File: src/rv_pkg.sv
`default_nettype none

package rv_pkg;

  // ------------------------------
  // Widths and sizes
  // ------------------------------
  typedef logic [31:0] word_t;
  typedef logic [31:0] addr_t;
  typedef logic [31:0] instr_t;
  typedef logic [4:0]  reg_idx_t;
  typedef logic [3:0]  byte_en_t;

  localparam int mem_words = 1024;               // Memory depth in words.
  localparam int mem_idx_w = $clog2(mem_words);

  // ------------------------------
  // Encodings
  // ------------------------------
  typedef enum logic [6:0] {
    op_r      = 7'b0110011,
    op_imm    = 7'b0010011,
    op_load   = 7'b0000011,
    op_store  = 7'b0100011,
    op_branch = 7'b1100011,
    op_jal    = 7'b1101111,
    op_system = 7'b1110011
  } opcode_t;

  typedef enum logic [3:0] {
    alu_add, alu_sub, alu_and, alu_or, alu_xor, alu_slt
  } alu_op_t;

  typedef enum logic {adr_pc, adr_result} adr_src_t;
  typedef enum logic [1:0] {src_a_pc, src_a_old_pc, src_a_rs1, src_a_zero} alu_src_a_t;
  typedef enum logic [1:0] {src_b_rs2, src_b_imm, src_b_four} alu_src_b_t;
  typedef enum logic [1:0] {res_alu_out, res_mem_data, res_alu_result} result_src_t;

  typedef enum logic [3:0] {
    s_fetch, s_decode, s_mem_adr, s_mem_read, s_mem_wb, s_mem_write,
    s_exec_r, s_exec_i, s_alu_wb, s_branch, s_jal, s_halt
  } fsm_state_t;

  // ------------------------------
  // Bundles
  // ------------------------------
  typedef struct packed {
    logic        pc_update;
    logic        ir_write;
    logic        reg_write;
    logic        mem_write;
    logic        branch;
    logic        branch_ne;
    adr_src_t    adr_src;
    alu_src_a_t  alu_src_a;
    alu_src_b_t  alu_src_b;
    result_src_t result_src;
    logic        alu_force_add;
  } ctrl_t;

  typedef struct packed {
    logic                 en;
    logic [mem_idx_w-1:0] addr;                  // Word index.
    word_t                data;
  } load_port_t;

  typedef struct packed {
    logic     valid;
    addr_t    addr;
    word_t    data;
    byte_en_t byte_en;
  } store_obs_t;

endpackage

`default_nettype wire

File: src/control_fsm.sv
`default_nettype none

module control_fsm (
  input  wire logic            clk,
  input  wire logic            arst_n,
  input  wire rv_pkg::opcode_t opcode,
  input  wire logic [2:0]      funct3,
  input  wire logic            zero,
  output rv_pkg::ctrl_t        ctrl,
  output logic                 halt
);

  rv_pkg::fsm_state_t state;
  rv_pkg::fsm_state_t state_nxt;

  always_ff @(posedge clk or negedge arst_n) begin
    if (!arst_n) begin
      state <= rv_pkg::s_fetch;
    end else begin
      state <= state_nxt;
    end
  end

  // ------------------------------
  // Next state
  // ------------------------------
  always_comb begin
    state_nxt = rv_pkg::s_halt;
    case (state)
      rv_pkg::s_fetch:  state_nxt = rv_pkg::s_decode;
      rv_pkg::s_decode: begin
        case (opcode)
          rv_pkg::op_r:      state_nxt = rv_pkg::s_exec_r;
          rv_pkg::op_imm:    state_nxt = rv_pkg::s_exec_i;
          rv_pkg::op_load:   state_nxt = rv_pkg::s_mem_adr;
          rv_pkg::op_store:  state_nxt = rv_pkg::s_mem_adr;
          rv_pkg::op_jal:    state_nxt = rv_pkg::s_jal;
          rv_pkg::op_branch: begin
            // Only beq and bne exist here.
            state_nxt = (funct3[2:1] == 2'b00) ? rv_pkg::s_branch : rv_pkg::s_halt;
          end
          default:           state_nxt = rv_pkg::s_halt;   // ecall and illegal opcodes.
        endcase
      end
      rv_pkg::s_mem_adr: begin
        state_nxt = (opcode == rv_pkg::op_store) ? rv_pkg::s_mem_write : rv_pkg::s_mem_read;
      end
      rv_pkg::s_mem_read:  state_nxt = rv_pkg::s_mem_wb;
      rv_pkg::s_exec_r,
      rv_pkg::s_exec_i,
      rv_pkg::s_jal:       state_nxt = rv_pkg::s_alu_wb;
      rv_pkg::s_mem_wb,
      rv_pkg::s_mem_write,
      rv_pkg::s_alu_wb,
      rv_pkg::s_branch:    state_nxt = rv_pkg::s_fetch;
      default:             state_nxt = rv_pkg::s_halt;
    endcase
  end

  // ------------------------------
  // Control word
  // ------------------------------
  always_comb begin
    ctrl = '0;
    ctrl.alu_force_add = 1'b1;
    case (state)
      rv_pkg::s_fetch: begin
        ctrl.ir_write   = 1'b1;
        ctrl.pc_update  = 1'b1;
        ctrl.alu_src_b  = rv_pkg::src_b_four;     // PC + 4.
        ctrl.result_src = rv_pkg::res_alu_result;
      end
      rv_pkg::s_decode: begin
        ctrl.alu_src_a = rv_pkg::src_a_old_pc;    // Branch or jump target.
        ctrl.alu_src_b = rv_pkg::src_b_imm;
      end
      rv_pkg::s_mem_adr: begin
        ctrl.alu_src_a = rv_pkg::src_a_rs1;
        ctrl.alu_src_b = rv_pkg::src_b_imm;
      end
      rv_pkg::s_mem_read: ctrl.adr_src = rv_pkg::adr_result;
      rv_pkg::s_mem_write: begin
        ctrl.adr_src   = rv_pkg::adr_result;
        ctrl.mem_write = 1'b1;
      end
      rv_pkg::s_mem_wb: begin
        ctrl.result_src = rv_pkg::res_mem_data;
        ctrl.reg_write  = 1'b1;
      end
      rv_pkg::s_exec_r: begin
        ctrl.alu_src_a     = rv_pkg::src_a_rs1;
        ctrl.alu_force_add = 1'b0;
      end
      rv_pkg::s_exec_i: begin
        ctrl.alu_src_a     = rv_pkg::src_a_rs1;
        ctrl.alu_src_b     = rv_pkg::src_b_imm;
        ctrl.alu_force_add = 1'b0;
      end
      rv_pkg::s_alu_wb: ctrl.reg_write = 1'b1;
      rv_pkg::s_branch: begin
        ctrl.alu_src_a     = rv_pkg::src_a_rs1;
        ctrl.alu_force_add = 1'b0;                // Decode picks sub.
        ctrl.branch_ne     = funct3[0];
        ctrl.branch        = 1'b1;
      end
      rv_pkg::s_jal: begin
        ctrl.pc_update = 1'b1;
        ctrl.alu_src_a = rv_pkg::src_a_old_pc;
        ctrl.alu_src_b = rv_pkg::src_b_four;      // Link address.
      end
      default: ctrl.alu_force_add = 1'b1;
    endcase
  end

  assign halt = (state == rv_pkg::s_halt);

endmodule

`default_nettype wire

File: config.mk
export PLATFORM = sky130hd
export DESIGN_NAME = control_fsm
export DESIGN_NICKNAME = d
export VERILOG_FILES = /design/src/rv_pkg.sv /design/src/control_fsm.sv
export SDC_FILE = /design/constraint.sdc
export NUM_CORES = 1
export LEC_CHECK = 0
export ABC_CLOCK_PERIOD_IN_PS = 2300
export BUFFER_PORTS_ARGS = -buffer_cell sky130_fd_sc_hd__buf_2
export CORE_AREA = 2 2 39 41
export CTS_CLUSTER_DIAMETER = 150
export CTS_CLUSTER_SIZE = 12
export DETAILED_ROUTE_END_ITERATION = 12
export DIE_AREA = 0 0 41 43
export GPL_TIMING_DRIVEN = 1
export PLACE_DENSITY = 0.63
export SLEW_MARGIN = 25
export SYNTH_ARGS = -nofsm -noshare
export SYNTH_HDL_FRONTEND = slang
export SYNTH_SLANG_ARGS = --single-unit
File: constraint.sdc
create_clock -name clk -period 2.3 [get_ports clk]
set_input_delay 0.115 -clock clk [delete_from_list [all_inputs] [get_ports clk]]
set_output_delay 0.115 -clock clk [all_outputs]
set_load 0.02 [all_outputs]
Word level (Yosys, flattened, before mapping)

Cells that the tools add are included.

Register bits after elaboration: 4
Bits in latches: 0
Bits in writable memories: 0
ROM bits: 0
Output and inout port bits: 15
Logic and storage cells: 44
Memories kept: 0

Add/sub/neg operators: 0
$mul: 0
Div/mod/pow operators: 0
Magnitude comparators: 0
Equal/unequal tests: 17
Shifts and indexed selects: 0
Multiplexer cells: 14
Bitwise operators: 0
Reductions and logical operators: 12

Operators by type and width:

| cell               | number |
|---|---|
| $pmux 4 s6         | 1 |
| $pmux 4 s5         | 1 |
| $eq 4x3->1 const B | 4 |
| $eq 4x4->1 const B | 4 |
| $eq 7x6->1 const B | 2 |
| $eq 7x7->1 const B | 2 |
| $pmux 2 s2         | 3 |
| $reduce_or 2->1    | 5 |
| $reduce_or 3->1    | 3 |
| $eq 4x2->1 const B | 2 |
| $reduce_or 4->1    | 2 |
| $eq 7x2->1 const B | 1 |
| $eq 7x5->1 const B | 1 |
| $mux 1             | 6 |
| $eq 4x1->1 const B | 1 |
| $logic_not 4->1    | 1 |
| $mux 2             | 2 |
| $mux 3             | 1 |
| $logic_not 2->1    | 1 |

Depth between registers and ports, before layout

Gate-level depths: netlist of run 1.

Depth after elaboration: 4
Gate-level depth with buffers: 5
Depth with buffers taken out: 3

Worst setup path before layout of run 1

Ideal clock, no wire load.

Path type: register -> output
Start: reg state[3]
End: out ctrl[12] in the netlist's numbering
Arrival: 1.521 ns
Slack: 0.664 ns
Stages on the path, launching flop included: 5
Buffers on the path: 2
Path through: dfrtp_1 buf_2 or2_1 nor3_1 buf_4

RTL lines:

| what                   | line              | RTL |
|---|---|---|
| start, declared        | control_fsm.sv:13 | `rv_pkg::fsm_state_t state;` |
| start signal, assigned | control_fsm.sv:18 | `state <= rv_pkg::s_fetch;` |
| start signal, assigned | control_fsm.sv:20 | `state <= state_nxt;` |
| end, declared          | control_fsm.sv:9  | `output rv_pkg::ctrl_t ctrl,` |

==> qor.txt, run 1 <==
Status: finished clean
Sequential cell area: 100 µm²
Yosys Warn Count: 0
DRC: 0
Largest Register: state
First-pass GRT wire length: 1.77 mm
Syn_nets: 75
Die Y: 43 µm
Hold Startpoint: opcode[4]
CTS sink cnt: 4
WL per Instance: 10.7 µm
Htree depth: 1
Clock transition at path regs: 0.04 ns
Routed Antenna Nets: 0
Total track usage: 14.7%
Final clock period utilization by the worst path: 74.9%
Synth top cells by count: 7 x nor2_1, 4 x a21oi_1, 4 x dfrtp_1, 4 x nand2_1, 4 x nor3_1
Critical Path Start Type: flip-flop
Most used DFF post-synth: dfrtp_1
Maximum buffer depth of the clock tree: 2
I/O Pins: 28
Flop2flop setup slack: 0.71 ns
Routability Congestion: 0.749
Fraction of layout instances using a drive strength above 1: 37.6%
Hold Path Class: input port to flip-flop
Critical path depth: 4
Max cap viols: 0
Clock root buffer: clkbuf_4
Area contributors post-synth: dfrtp_1 22%, nor2_1 5.7%, xor2_1 5.7%
Via count: 538
Critical path's top delay family: flip-flops
Critical Path Start: state[1]
Pwr per Cell Area: 286 nW/µm²
Post-CTS Resized: 0
Post-Route WL: 1.09 mm
Worst-skew pair later-pin latency: 0.23 ns
Maximum achievable frequency: 581 MHz
Buffer and inverter count on the worst path: 1
Final Setup Violations: 0
Crit. End Element: output pin
Top-count cell post-synth: nor2_1
Mapped Avg Cell Area: 7.47 µm²
Setup crit end: ctrl[3]
Multi-input gate area: 315 µm²
Max reg flops: 4
Vias in the first global route: 433
Port Buffers: 26
CTS tree: done
Number of synthesized flops with an enable pin: 0
Rel. slew slack: 62.1%
Synthesized area: 463 µm²
Clock skew: 0.00166 ns
Worst IR Drop VDD: 274 µV
Post-Syn Instances: 62
Yosys top cell area share: 21.6%
Initial antenna violation count: 0
Worst-margin pin slew: 0.569 ns
Netlist cell types: 32
Leading area contributor after synthesis: dfrtp_1
Final Core Density: 43.5%
Critical path's slowest cell: dfrtp_1
Largest regs: state (4)
DRT Pass-1 Iters: 4
Initial Util: 33.5%
RSZ-0062 raised after global routing: false
Grt ovf: 0
Pwr Total: 172 µW
Max FO, Critical Path: 18
CP Class: flip-flop to output pin
Core footprint: 1380 µm²
Seq cells post-synth: 4
Final Max Slew Viols: 0
Crit Reg-Reg Endpoint: state[0]
CP required: 2.18 ns
Layout fillers: 154
Chip width: 41 µm
R2r startpoint: state[0]
Crit path DAT: 1.61 ns
Final min period: 1.72 ns
Fin area: 602 µm²
Setup WS pre-CTS: 0.728 ns
Drt via density: 5.33
Async set-reset flop share out of synthesis: 100%
Fin nets: 100
Total CTS buffers: 3
Fin Setup TNS: 0 ns
Area of placed instances: 569 µm²
Leakage power: 0.285 nW
Post-DP HPWL: 799 µm
Initial DRC count: 8
Largest net degree at the start of global routing: 19
Area Overhead vs Synth: 30.0%
CP max stage delay: 0.69 ns
Worst setup margin: 0.578 ns
DIE AREA: 1760 µm²
Site Rows: 14
Reg2Reg Depth: 3
Final Hold Viols: 0
N_diodes: 0
Sequential share of the synthesized area: 21.6%
CP cell instances: xor2_1, nor2_1, a211oi_1, buf_2
-- cell usage in the layout, fill, tap and decap left out, types with 3 or more instances in the layout --
cell type  instances
buf_2             26
dfrtp_1            4
a31oi_1            3
xor2_1             3
nor3_1             4
nand2_1            4
nor2_1             7
clkbuf_4           3
a21oi_1            4
-- area by class of cell --
class	instances	share of cell area [%]
multi-input cells	50	52.4
repair buffers	27	23.3
flip-flops and latches	4	16.6
clock buffers	3	3.74
well taps	16	3.33
inverters	1	0.624
-- metrics by stage --
step | hold WS, ns | std cells
final | 0.193 | 101
after global routing | 0.194 | 101
after CTS | 0.186 | 101
after detailed placement | -0.0794 | 97
after global placement | -0.0806 | 97
after floorplan | -0.181 | 62
-- worst register-to-register path: cells and delay by family (launching register included) --
family | cells | cell delay (ns)
AOI/OAI and AO/OA | 2 | 0.34
DFF | 1 | 0.64
and+or+nand+nor | 1 | 0.53
-- how the worst min path moves through the flow --
stage	end	depth (start not counted)	slack [ns]
6_report	state[0]	3	0.19
3_5_place_dp	state[3]	1	-0.08
5_1_grt	state[0]	3	0.19
3_3_place_gp	state[3]	1	-0.08
4_1_cts	state[0]	3	0.19
2_1_floorplan	state[0]	0	-0.18
-- timing repair --
action	4_1_cts	5_1_grt
endpoints found under the setup margin	0	0
buffers inserted	0	0
hold buffers	1	0
endpoints found under the hold margin	4	0
-- layer usage --
layer	wire (µm)	global-route usage [%]	part of all wire, %
met1	498	19.2	46
met2	460	20.3	42
met3	112	6.81	10
met4	13	6.00	1.2
met5	0	0	0
-- logic make-up (layout without fill, tap and decap cells) --
| group | after synthesis | in the layout | synth area share, % |
|---|---|---|---|
| DFF | 4 | 4 | 21.6 |
| xor gates and xnor gates | 3 | 3 | 5.68 |
| AOI/OAI and AO/OA | 15 | 15 | 22.4 |
| and+or+nand+nor | 32 | 32 | 40.0 |
| buffers and inverters | 8 | 31 | 10.3 |
-- report_power, final --
part           internal (mW)  total, mW  switching (mW)  leakage, nW
clock network         0.0582     0.0842          0.0260       0.0138
logic                0.00951     0.0173         0.00780        0.231
registers             0.0708     0.0708               0       0.0402
total                  0.138      0.172          0.0338        0.285
No activity file was read; power rests on OpenSTA's default activity.
==> run 2, diff against run 1 <==
- ABC_CLOCK_PERIOD_IN_PS: 2300 -> 1600
- clock period: 2.3 -> 1.6 ns (I/O delays scaled with it)
==> qor.txt, run 2 (synthesis results as in run 1) <==
Status: finished clean
Hold Crit Depth: 3 (unchanged)
Buffer and inverter count on the worst path: 2 (+1)
Worst-margin pin slew: 0.305 ns (-0.264 ns)
Placed Cells: 101 (+4.1%)
Clock skew: 0.000372 ns (-0.00129 ns)
Site Rows: 14 (unchanged)
Area Overhead vs Synth: 40.3%
I/O Pins: 28 (unchanged)
Fraction of layout instances using a drive strength above 1: 44.9% (+7.3 points)
Drt via density: 5.31 (-0.23%)
Pint: 199 µW (+44%)
Final cell count without fillers: 105 (+4.0%)
Worst-skew pair later-pin latency: 0.23 ns (about the same)
CP cell instances: buf_4, nand2b_1, nor2_2, and2_1, buf_2
Critical path's top delay family: simple AND/OR/NAND/NOR gates
Top sig layer: met3
Max reg flops: 4 (unchanged)
Crit Reg-Reg Endpoint: state[0]
Final Max Slew Viols: 0 (unchanged)
Total track usage: 16.4% (+1.7 points)
Clock root buffer: clkbuf_4
Final min period: 1.50 ns
Met2 routed WL: 553 µm (+20%)
Routability Congestion: 0.788 (+5.2%)
Final hold slack: 0.159 ns (-0.0341 ns)
Worst IR Drop VDD: 366 µV (+33%)
Htree depth: 1 (unchanged)
Wl on met1: 556 µm (+12%)
Via count: 558 (+3.7%)
CP Class: flip-flop to output pin
Reg2Reg Depth: 3 (unchanged)
Leakage power: 0.311 nW (+9.1%)
DRT Pass-1 Iters: 4 (unchanged)
N_diodes: 0 (unchanged)
Post-DP HPWL: 865 µm (+8.3%)
Maximum achievable frequency: 668 MHz
Critical Path Start Type: flip-flop
Max cap viols: 0 (unchanged)
Sequential Power Share: 40.3% (-0.8 points)
Final Hold Viols: 0 (unchanged)
Largest Register: state
Final clock period utilization by the worst path: 93.5%
Die Y: 43 µm (unchanged)
Most frequent cells in the layout: 25 x buf_2, 6 x nor2_1, 5 x buf_4
Crit path DAT: 1.42 ns (-0.19 ns)
Routed Antenna Nets: 0 (unchanged)
Worst Hold End: state[0]
Maximum buffer depth of the clock tree: 2 (unchanged)
Initial antenna violation count: 0 (unchanged)
Fin nets: 104 (+4.0%)
Grt ovf: 0 (unchanged)
Critical path's slowest cell: dfrtp_1
Crit. End Element: output pin
Clock transition at path regs: 0.04 ns (about the same)
Final Setup Violations: 0 (unchanged)
Largest regs: state (4)
Final Core Density: 46.9% (+3.4 points)
R2r startpoint: state[2]
DIE AREA: 1760 µm² (unchanged)
Fin Setup TNS: 0 ns (unchanged)
Vias in the first global route: 496 (+15%)
Initial Util: 33.5% (unchanged)
Switching power share of the total: 21.0% (+1.4 points)
Initial DRC count: 12 (+4)
Hold Startpoint: opcode[4]
Post-Route WL: 1.20 mm (+10%)
Hold Path Class: input port to flip-flop
Metal3 WL: 86 µm (-23%)
Area of placed instances: 604 µm² (+6.2%)
DRC: 0 (unchanged)
CTS sink cnt: 4 (unchanged)
Largest net degree at the start of global routing: 18 (-1)
Total CTS buffers: 3 (unchanged)
First-pass GRT wire length: 2.02 mm (+14%)
Flop2flop setup slack: 0.27 ns (-0.44 ns)
CTS tree: done
Pwr per Cell Area: 389 nW/µm² (+36%)
WL per Instance: 11.4 µm (+5.9%)
Port Buffers: 26 (unchanged)
Clock power share: 49.4% (+0.5 points)
Core footprint: 1380 µm² (unchanged)
Chip width: 41 µm (unchanged)
Commonest non-fill, non-tap cell in the layout: buf_2
Max FO, Critical Path: 15 (-3)
CP max stage delay: 0.36 ns (-0.33 ns)
P_sw: 53.1 µW (+57%)
Fin area: 649 µm² (+7.9%)
Logic pwr share: 10.3% (+0.3 points)
Rel. slew slack: 79.6% (+18 points)
CP required: 1.52 ns (-0.66 ns)
==> run 2: how the worst max path moves through the flow <==
stage | endpoint | depth (start not counted) | start
after floorplan | ctrl[3] | 4 | state[0]
after global routing | ctrl[8] | 5 | state[2]
after global placement | state[0] | 3 | state[2]
after detailed placement | state[0] | 3 | state[2]
after CTS | ctrl[8] | 5 | state[1]
final | ctrl[8] | 5 | state[2]
==> run 2: stage by stage <==
step / total power [mW] / setup slack, ns
CTS: 0.259 / 0.0517
global placement: 0.126 / 0.278
global route: 0.272 / -0.0119
detailed placement: 0.127 / 0.263
finish: 0.252 / 0.104
floorplan: 0.108 / 0.101
==> run 2: power by group through the flow <==
| stage | Sequential [mW] | Clock, mW | Combinational (mW) |
|---|---|---|---|
| after floorplan | 0.103 | 0 | 0.00513 |
| after global placement | 0.103 | 0 | 0.0229 |
| after global routing | 0.102 | 0.142 | 0.0293 |
| after CTS | 0.102 | 0.131 | 0.0258 |
| final | 0.102 | 0.125 | 0.0259 |
| after detailed placement | 0.103 | 0 | 0.0240 |
==> run 2: what timing repair did <==
item,4_1_cts,5_1_grt
hold buffers,1,0
buffers inserted,0,0
setup endpoints to repair,0,2
resized for setup,0,4
hold endpoints to repair,4,0
==> run 2: layer usage <==
metal	vias to the layer above	track usage (%)
li1	282	-
met1	253	21.2
met5	-	0
met4	0	6.00
met2	23	24.7
met3	0	5.24
==> run 2: area by class of cell <==
class | instances | area, µm²
inverter | 1 | 3.75
tap | 16 | 20.0
fill | 152 | 734
clock buffer | 3 | 22.5
sequential | 4 | 100
timing repair buffer | 31 | 173
multi-input combinational | 50 | 330
==> run 2: worst register-to-register path, cell delays in order, from the launching register on <==
cell and delay (ns):
dfrtp_1 0.36, or4b_4 0.54, a21o_1 0.19, o211ai_2 0.15
